`src/rv64_core_defs.svh`:
```
`ifndef RV64_CORE_DEFS_SVH
`define RV64_CORE_DEFS_SVH

// Datapath sizing
`define RV64_XLEN      64                      // Integer register width
`define RV64_NREGS     32                      // x0..x31

// Memory map of the two bus devices
`define RV64_KEY_BASE  64'h0000_0000_8000_0010 // Keyboard data port
`define RV64_ART_BASE  64'h0000_0000_8000_0000 // Display character port

// Where the program counter lands after a key interrupt
`define RV64_ISR_BASE  32'h0000_0000

// Vector value presented by the key device
`define RV64_IRQ_KEY   4'd1

// ADDI within the OP-IMM group
`define RV64_F3_ADDI   3'b000

// Sequencer states
`define RV64_SEQ_IDLE  2'd0                    // Armed, waiting for the key vector
`define RV64_SEQ_READ  2'd1                    // S1, key read on the bus
`define RV64_SEQ_WRITE 2'd2                    // S2, display write and redirect
`define RV64_SEQ_WAIT  2'd3                    // S3 onward, until the vector drops

`endif

```
`src/rv64_core_pkg.sv`:
```
`include "rv64_core_defs.svh"

package rv64_core_pkg;

    // Only the two opcodes this slice retires
    typedef enum logic [6:0] {
        OP_LUI = 7'b0110111,
        OP_IMM = 7'b0010011
    } rv64_opcode_e;

    // U-type layout, used by LUI
    typedef struct packed {
        logic [19:0] imm20;    // Upper immediate, bits 31:12
        logic [4:0]  rd;
        logic [6:0]  opcode;
    } rv64_u_view_t;

    // I-type layout, used by ADDI
    typedef struct packed {
        logic [11:0] imm12;    // Signed immediate
        logic [4:0]  rs1;
        logic [2:0]  funct3;
        logic [4:0]  rd;
        logic [6:0]  opcode;
    } rv64_i_view_t;

    // Same 32 bits decoded either way
    // rd and opcode sit at the same place in both views
    typedef union packed {
        rv64_u_view_t u_view;
        rv64_i_view_t i_view;
    } rv64_instr_u;

endpackage

```
`src/rv64_core.sv`:
```
`timescale 1ns/1ps
`include "rv64_core_defs.svh"

module rv64_core
    import rv64_core_pkg::*;
(
    input  logic                 clk,
    input  logic                 reset,            // Active low, async
    input  logic [31:0]          instruction,
    output logic [31:0]          pc,
    output rv64_instr_u          ir,
    output logic                 heartbeat,
    input  logic [3:0]           interrupt_vector,
    output logic                 interrupt_done,
    output logic [`RV64_XLEN-1:0] bus_address,
    output logic [`RV64_XLEN-1:0] bus_write_data,
    output logic                 bus_write_enable,
    output logic                 bus_read_enable,
    input  logic [`RV64_XLEN-1:0] bus_read_data,
    input  logic [4:0]           dbg_addr,         // Register to peek at
    output logic [`RV64_XLEN-1:0] dbg_data
);

    logic                  ir_valid;
    logic                  redirect;
    logic [31:0]           redirect_pc;
    logic                  busy;
    logic [4:0]            rs1_addr;
    logic [`RV64_XLEN-1:0] rs1_data;
    logic                  wr_en;
    logic [4:0]            wr_addr;
    logic [`RV64_XLEN-1:0] wr_data;

    rv64_frontend u_frontend (
        .clk         (clk),
        .reset       (reset),
        .instruction (instruction),
        .redirect    (redirect),
        .redirect_pc (redirect_pc),
        .pc          (pc),
        .ir          (ir),
        .ir_valid    (ir_valid),
        .heartbeat   (heartbeat)
    );

    rv64_execute u_execute (
        .ir       (ir),
        .ir_valid (ir_valid),
        .busy     (busy),
        .rs1_data (rs1_data),
        .rs1_addr (rs1_addr),
        .wr_en    (wr_en),
        .wr_addr  (wr_addr),
        .wr_data  (wr_data)
    );

    rv64_regfile u_regfile (
        .clk      (clk),
        .reset    (reset),
        .wr_en    (wr_en),
        .wr_addr  (wr_addr),
        .wr_data  (wr_data),
        .rs1_addr (rs1_addr),
        .dbg_addr (dbg_addr),
        .rs1_data (rs1_data),
        .dbg_data (dbg_data)
    );

    // Sole bus master
    rv64_irq_sequencer u_irq_sequencer (
        .clk              (clk),
        .reset            (reset),
        .interrupt_vector (interrupt_vector),
        .bus_read_data    (bus_read_data),
        .bus_address      (bus_address),
        .bus_write_data   (bus_write_data),
        .bus_write_enable (bus_write_enable),
        .bus_read_enable  (bus_read_enable),
        .interrupt_done   (interrupt_done),
        .redirect         (redirect),
        .redirect_pc      (redirect_pc),
        .busy             (busy)
    );

endmodule

```
`src/rv64_execute.sv`:
```
`timescale 1ns/1ps
`include "rv64_core_defs.svh"

module rv64_execute
    import rv64_core_pkg::*;
(
    input  rv64_instr_u          ir,        // Latched instruction word
    input  logic                 ir_valid,  // Low in the bubble slot
    input  logic                 busy,      // Interrupt service in progress
    input  logic [`RV64_XLEN-1:0] rs1_data,
    output logic [4:0]           rs1_addr,
    output logic                 wr_en,
    output logic [4:0]           wr_addr,
    output logic [`RV64_XLEN-1:0] wr_data
);

    logic                  retire;    // Slot may write back
    logic [`RV64_XLEN-1:0] imm_u;     // LUI result
    logic [`RV64_XLEN-1:0] imm_i;     // Sign-extended ADDI immediate

    // Service cycles and the bubble both retire nothing
    assign retire = ir_valid && !busy;

    // U view puts imm20 into bits 31:12 with the sign filled above
    assign imm_u = {{(`RV64_XLEN-32){ir.u_view.imm20[19]}}, ir.u_view.imm20, 12'h000};

    // I view sign-fills the 12-bit immediate to XLEN
    assign imm_i = {{(`RV64_XLEN-12){ir.i_view.imm12[11]}}, ir.i_view.imm12};

    // rs1 always comes out of the I view
    // For LUI the value read is simply not used
    assign rs1_addr = ir.i_view.rs1;
    assign wr_addr  = ir.u_view.rd;   // Same bits in both views

    always_comb begin
        wr_en   = 1'b0;
        wr_data = '0;
        if (retire) begin
            case (ir.u_view.opcode)
                OP_LUI: begin
                    wr_en   = 1'b1;
                    wr_data = imm_u;
                end
                OP_IMM: begin
                    // Other funct3 values than ADDI fall through as no-ops
                    if (ir.i_view.funct3 == `RV64_F3_ADDI) begin
                        wr_en   = 1'b1;
                        wr_data = rs1_data + imm_i;  // Wraps at XLEN
                    end
                end
                default: begin
                    wr_en = 1'b0;  // Unsupported opcode
                end
            endcase
        end
    end

endmodule

```
`src/rv64_frontend.sv`:
```
`timescale 1ns/1ps
`include "rv64_core_defs.svh"

module rv64_frontend
    import rv64_core_pkg::*;
(
    input  logic        clk,
    input  logic        reset,        // Active low, async
    input  logic [31:0] instruction,  // Fetched word, arrives on a port
    input  logic        redirect,     // One-cycle pulse from the sequencer
    input  logic [31:0] redirect_pc,
    output logic [31:0] pc,
    output rv64_instr_u ir,
    output logic        ir_valid,     // Low for the bubbled slot
    output logic        heartbeat
);

    // Fetch never stalls, so ir and heartbeat move every cycle
    always_ff @(posedge clk or negedge reset) begin
        if (!reset) begin
            ir        <= '0;
            heartbeat <= 1'b0;
        end else begin
            ir        <= instruction;  // Latch the word on the port
            heartbeat <= ~heartbeat;   // Toggles once per clock
        end
    end

    // PC and the bubble flag
    // The word latched at the redirect edge was fetched from the old
    // stream, so it is marked invalid and execute skips it
    always_ff @(posedge clk or negedge reset) begin
        if (!reset) begin
            pc       <= 32'h0000_0000;
            ir_valid <= 1'b0;          // Nothing fetched yet
        end else if (redirect) begin
            pc       <= redirect_pc;   // Jump to the ISR
            ir_valid <= 1'b0;          // Bubble the stale word
        end else begin
            pc       <= pc + 32'd4;    // Sequential fetch
            ir_valid <= 1'b1;
        end
    end

endmodule

```
`src/rv64_irq_sequencer.sv`:
```
`timescale 1ns/1ps
`include "rv64_core_defs.svh"

module rv64_irq_sequencer (
    input  logic                 clk,
    input  logic                 reset,            // Active low, async
    input  logic [3:0]           interrupt_vector,
    input  logic [`RV64_XLEN-1:0] bus_read_data,
    output logic [`RV64_XLEN-1:0] bus_address,
    output logic [`RV64_XLEN-1:0] bus_write_data,
    output logic                 bus_write_enable,
    output logic                 bus_read_enable,
    output logic                 interrupt_done,
    output logic                 redirect,         // To the front end
    output logic [31:0]          redirect_pc,
    output logic                 busy              // Holds off execute
);

    logic [1:0]            state;
    logic                  armed;     // Set once the vector has been released
    logic                  key_hit;
    logic [`RV64_XLEN-1:0] key_data;  // Byte read from the key port

    assign key_hit = (interrupt_vector == `RV64_IRQ_KEY);

    // Arming
    // Cleared as the service starts, set again only when the vector goes away
    always_ff @(posedge clk or negedge reset) begin
        if (!reset) begin
            armed <= 1'b1;
        end else if (!key_hit) begin
            armed <= 1'b1;
        end else if (state == `RV64_SEQ_IDLE) begin
            armed <= 1'b0;                 // Taking it now
        end
    end

    // Service FSM with one state per S-cycle plus idle
    always_ff @(posedge clk or negedge reset) begin
        if (!reset) begin
            state <= `RV64_SEQ_IDLE;
        end else begin
            case (state)
                `RV64_SEQ_IDLE:  if (key_hit && armed) state <= `RV64_SEQ_READ;
                `RV64_SEQ_READ:  state <= `RV64_SEQ_WRITE;  // Bus never stalls
                `RV64_SEQ_WRITE: state <= `RV64_SEQ_WAIT;
                `RV64_SEQ_WAIT:  if (armed) state <= `RV64_SEQ_IDLE;
                default:         state <= `RV64_SEQ_IDLE;
            endcase
        end
    end

    // Key data sampled at the end of S1
    always_ff @(posedge clk or negedge reset) begin
        if (!reset) begin
            key_data <= '0;
        end else if (state == `RV64_SEQ_READ) begin
            key_data <= bus_read_data;
        end
    end

    // Strobes decode straight off the state register
    assign bus_read_enable  = (state == `RV64_SEQ_READ);   // S1
    assign bus_write_enable = (state == `RV64_SEQ_WRITE);  // S2
    assign interrupt_done   = (state == `RV64_SEQ_WRITE);  // Same cycle as the write
    assign redirect         = (state == `RV64_SEQ_WRITE);  // PC loads at the S2 edge

    // Key port by default, display port only for the write
    assign bus_address    = (state == `RV64_SEQ_WRITE) ? `RV64_ART_BASE : `RV64_KEY_BASE;
    assign bus_write_data = key_data;   // Echo the key byte

    assign redirect_pc = `RV64_ISR_BASE;
    assign busy        = (state == `RV64_SEQ_READ) || (state == `RV64_SEQ_WRITE);

endmodule

```
`src/rv64_regfile.sv`:
```
`timescale 1ns/1ps
`include "rv64_core_defs.svh"

module rv64_regfile (
    input  logic                 clk,
    input  logic                 reset,     // Active low, async
    input  logic                 wr_en,
    input  logic [4:0]           wr_addr,
    input  logic [`RV64_XLEN-1:0] wr_data,
    input  logic [4:0]           rs1_addr,  // Execute read port
    input  logic [4:0]           dbg_addr,  // Debug read port
    output logic [`RV64_XLEN-1:0] rs1_data,
    output logic [`RV64_XLEN-1:0] dbg_data
);

    logic [`RV64_XLEN-1:0] regs [`RV64_NREGS];

    // Whole array clears on reset
    always_ff @(posedge clk or negedge reset) begin
        if (!reset) begin
            for (int i = 0; i < `RV64_NREGS; i++) begin
                regs[i] <= '0;
            end
        end else if (wr_en && (wr_addr != 5'd0)) begin
            regs[wr_addr] <= wr_data;  // x0 writes dropped here
        end
    end

    // Both reads combinational
    // x0 stays zero since it is cleared at reset and never written
    assign rs1_data = regs[rs1_addr];
    assign dbg_data = regs[dbg_addr];  // Shows a write one edge after it

endmodule

```
`config.mk`:
```
export PLATFORM = sky130hd
export DESIGN_NAME = rv64_core
export DESIGN_NICKNAME = d
export VERILOG_FILES = /design/src/rv64_core_pkg.sv /design/src/rv64_core.sv /design/src/rv64_execute.sv /design/src/rv64_frontend.sv /design/src/rv64_irq_sequencer.sv /design/src/rv64_regfile.sv
export VERILOG_INCLUDE_DIRS = /design/src
export SDC_FILE = /design/constraint.sdc
export NUM_CORES = 2
export LEC_CHECK = 0
export ABC_CLOCK_PERIOD_IN_PS = 7500
export BUFFER_PORTS_ARGS = -buffer_cell sky130_fd_sc_hd__buf_4
export CORE_UTILIZATION = 30
export CTS_CLUSTER_SIZE = 40
export DETAILED_ROUTE_END_ITERATION = 8
export HOLD_SLACK_MARGIN = 0.03
export PLACE_DENSITY = 0.49
export SYNTH_ARGS = -nofsm -noshare
export SYNTH_HDL_FRONTEND = slang
export SYNTH_SLANG_ARGS = --single-unit
export TNS_END_PERCENT = 20
```
`constraint.sdc`:
```
create_clock -name clk -period 7.5 [get_ports clk]
set_clock_uncertainty 0.05 [all_clocks]
set_input_delay 0.75 -clock clk [delete_from_list [all_inputs] [get_ports clk]]
set_output_delay 0.75 -clock clk [all_outputs]
set_load 0.05 [all_outputs]
```
==> metrics.yaml <==
crit_path_start: "u_frontend.ir[15]"
status: "complete, no violations"
coreArea_sq_um: 377000
powerDensity_nw_per_um2: 221
cts_inserted_buffers: 267
min_path_cells: 2
syn2layout_area_growth_pct: 15.4
cts_tree: "yes"
hold_viol: 0
io_pins: 367
p_leak_nw: 55.2
cap_violations: 0
synth_compound_area_share_pct: 10.5
cts-root-buf: "clkbuf_16"
grt_first_pass_wirelength_mm: 607
crit_type: "reg2reg"
fp.dieW_um: 618
fmax_ghz: 0.151
rrSetupSlack_ns: 0.88
antenna_found_initial: 12
chipHeight_um: 618
synth_area_leaders: "dfrtp_1 (48%), mux4_2 (25%), o21ai_0 (6.3%)"
synthMuxAreaShare_pct: 27.8
routed_wirelength_mm: 416
layout-drive-gt1-share_pct: 26.9
cp.required_ns: 8.28
dp_hpwl_mm: 250
fin_crit_ns: 6.62
worst_slew_pin_slew_ns: 1.29
h-tree-depth: 5
std_cell_rows: 225
synth_area_leader_cell: "dfrtp_1"
ctsResizeCount: 0
worstHoldEndpoint: "u_irq_sequencer.bus_write_data[39]"
r2r-end: "u_regfile.regs[1955]"
crit_path_start_kind: "flip-flop"
post_drt_wl_per_cell_um: 28.2
max_slew_margin_pct: 13.6
layout_common_cells: "dfrtp_1 (2171), nand2_1 (1616), o21ai_0 (1423)"
vias: 82500
io_buffers: 301
synth.top_cell.area_share_pct: 47.8
grt.overflow.total: 0
rsz0062_at_grt: "no"
hold_path.class: "in2reg"
reg2reg_from: "u_frontend.ir[15]"
clock_latency_ns: 0.92
seqCellArea_sq_um: 54600
synth.avg_cell_area_sq_um: 11.8
synth-edff-count: 0
synthArstFlopShare_pct: 100
syn_area_sq_um: 114000
synth_cells: 9660
place.gp.congestion: 0.908
synth-simple-area-share_pct: 8.50
hp-start: "bus_read_data[39]"
timing.setup.tns_ns: 0
n_fill_cell: 36800
finalSetupViolCount: 0
ys.warnings.count: 0
synth-xor-area-share_pct: 0.561
peakVddDrop_v: 0.000355
clkSinkCount: 2179
final_nets: 9750
dieArea_sq_um: 382000
grt_max_degree: 181
yosysSeqAreaShare_pct: 47.9
reg2reg_depth: 16
grt_pass1_vias: 84300
drtIter0Drc: 8538
slew_viol_final: 0
firstDrtPassIters: 6
start_util_pct: 30.3
synth_top_family_by_area: "multiplexers"
grt_util_all_layers_pct: 21.6
end_kind: "flip-flop"
worst-path-max-fanout: 31
hold_ws_ns: 0.102
drc: 0
ant_nets: 0
multiInputGateArea_sq_um: 55600
clockBufferDepth: 4
synthAdderAreaFrac_pct: 0.764
worstPathArrival_ns: 7.41
clk_pin_slew_ns: 0.06
ys_ff_latch: 2179
period_share_pct: 88.3
synth-main-ff-cell: "dfrtp_1"
final_common_cell: "dfrtp_1"
via_per_inst: 5.58
synth_cell_types: 86
==> synth_stat cells, drive strengths merged, types with 11 or more instances <==
cell type	n
dfrtp	2178
nand2	1636
o21ai	1466
mux4	1279
clkbuf	736
nor2	626
a21oi	617
buf	340
mux2	223
ha	68
nand3	38
o31ai	37
xnor2	37
xor2	36
mux2i	35
nand4	33
nor3	32
a21o	28
inv	28
o21bai	19
and3	18
a31oi	17
a22oi	14
o21a	11
or3	11
==> power by group <==
part           switching [mW]  internal (mW)  total [mW]
clock network            5.39           8.30        13.7
logic                    2.05           1.02        3.08
registers               0.231           12.0        12.2
total                    7.67           21.3        29.0
==> registers in the layout, summed over array words and instances, names as in the netlist <==
register / count
u_irq_sequencer.state: 2
u_irq_sequencer.bus_write_data: 64
u_frontend.pc: 30
u_irq_sequencer.armed: 1
u_frontend.ir: 32
u_frontend.heartbeat: 1
u_frontend.ir_valid: 1
u_regfile.regs: 2048
==> worst max path at each step <==
stage | cells after the start | slack (ns) | end
2_1_floorplan | 21 | 1.60 | u_regfile.regs[1022]
3_5_place_dp | 16 | 0.98 | u_regfile.regs[1955]
3_3_place_gp | 16 | 1.05 | u_regfile.regs[227]
5_1_grt | 16 | 0.65 | u_regfile.regs[1251]
6_report | 16 | 0.88 | u_regfile.regs[1955]
4_1_cts | 16 | 0.93 | u_regfile.regs[1955]
==> metal layers <==
layer	wire length (um)	global-route usage, %	vias up
li1	-	-	34900
met1	172000	28.9	43100
met2	195000	34.6	3536
met3	30800	4.16	824
met4	18600	8.57	12
met5	382	0	-
==> kinds of logic (layout without fill, tap and decap cells) <==
kind of cell	count (synthesis)	in the layout
flip-flops	2179	2179
XOR/XNOR	73	73
multiplexers	1537	1537
adder cells (fa/ha/maj)	69	69
buffers and inverters	1104	1154
AO/OA/AOI/OAI	2259	2259
AND/OR/NAND/NOR	2437	2437
other	2	68
==> repair_timing <==
action / CTS / global route
setup buffers: 0 / 0
hold endpoints to repair: 185 / 0
hold buffers: 97 / 0
==> worst max-delay path, cell delays in order, from the launching register on <==
cell      delay (ns)
dfrtp_4         0.88
buf_12          0.28
buf_12          0.28
mux4_2          0.56
mux4_2          0.50
mux2_2          0.39
ha_1            0.44
nand4_1         0.20
nor2_1          0.27
nand3_1         0.12
a21o_1          0.23
a311oi_4        0.50
o211ai_1        0.21
nand2_1         0.19
xnor2_1         0.09
o21ai_2         0.92
mux2_2          0.32
==> through the flow <==
step                cells  area, sq um  utilization [%]  power, mW  setup WS [ns]
floorplan            9723       114000                -       14.3           1.60
global placement    14200       121000             32.2       15.5           1.05
detailed placement  14200       121000             32.2       15.5          0.981
CTS                 14800       132000             34.9       29.3          0.933
global route        14800       132000             34.9       29.9          0.651
finish              14800       132000             34.9       29.0          0.876
==> area by class of cell <==
class / instances / area share [%]
Inverter: 28 / 0.0799
Antenna cell: 3 / 0.00571
Clock inverter: 76 / 0.851
Multi-Input combinational cell: 6440 / 42.3
Timing Repair Buffer: 658 / 4.41
Sequential cell: 2179 / 41.5
Clock buffer: 392 / 6.12
Tap cell: 4994 / 4.75
Note: power is estimated with default switching activity, not from simulation.
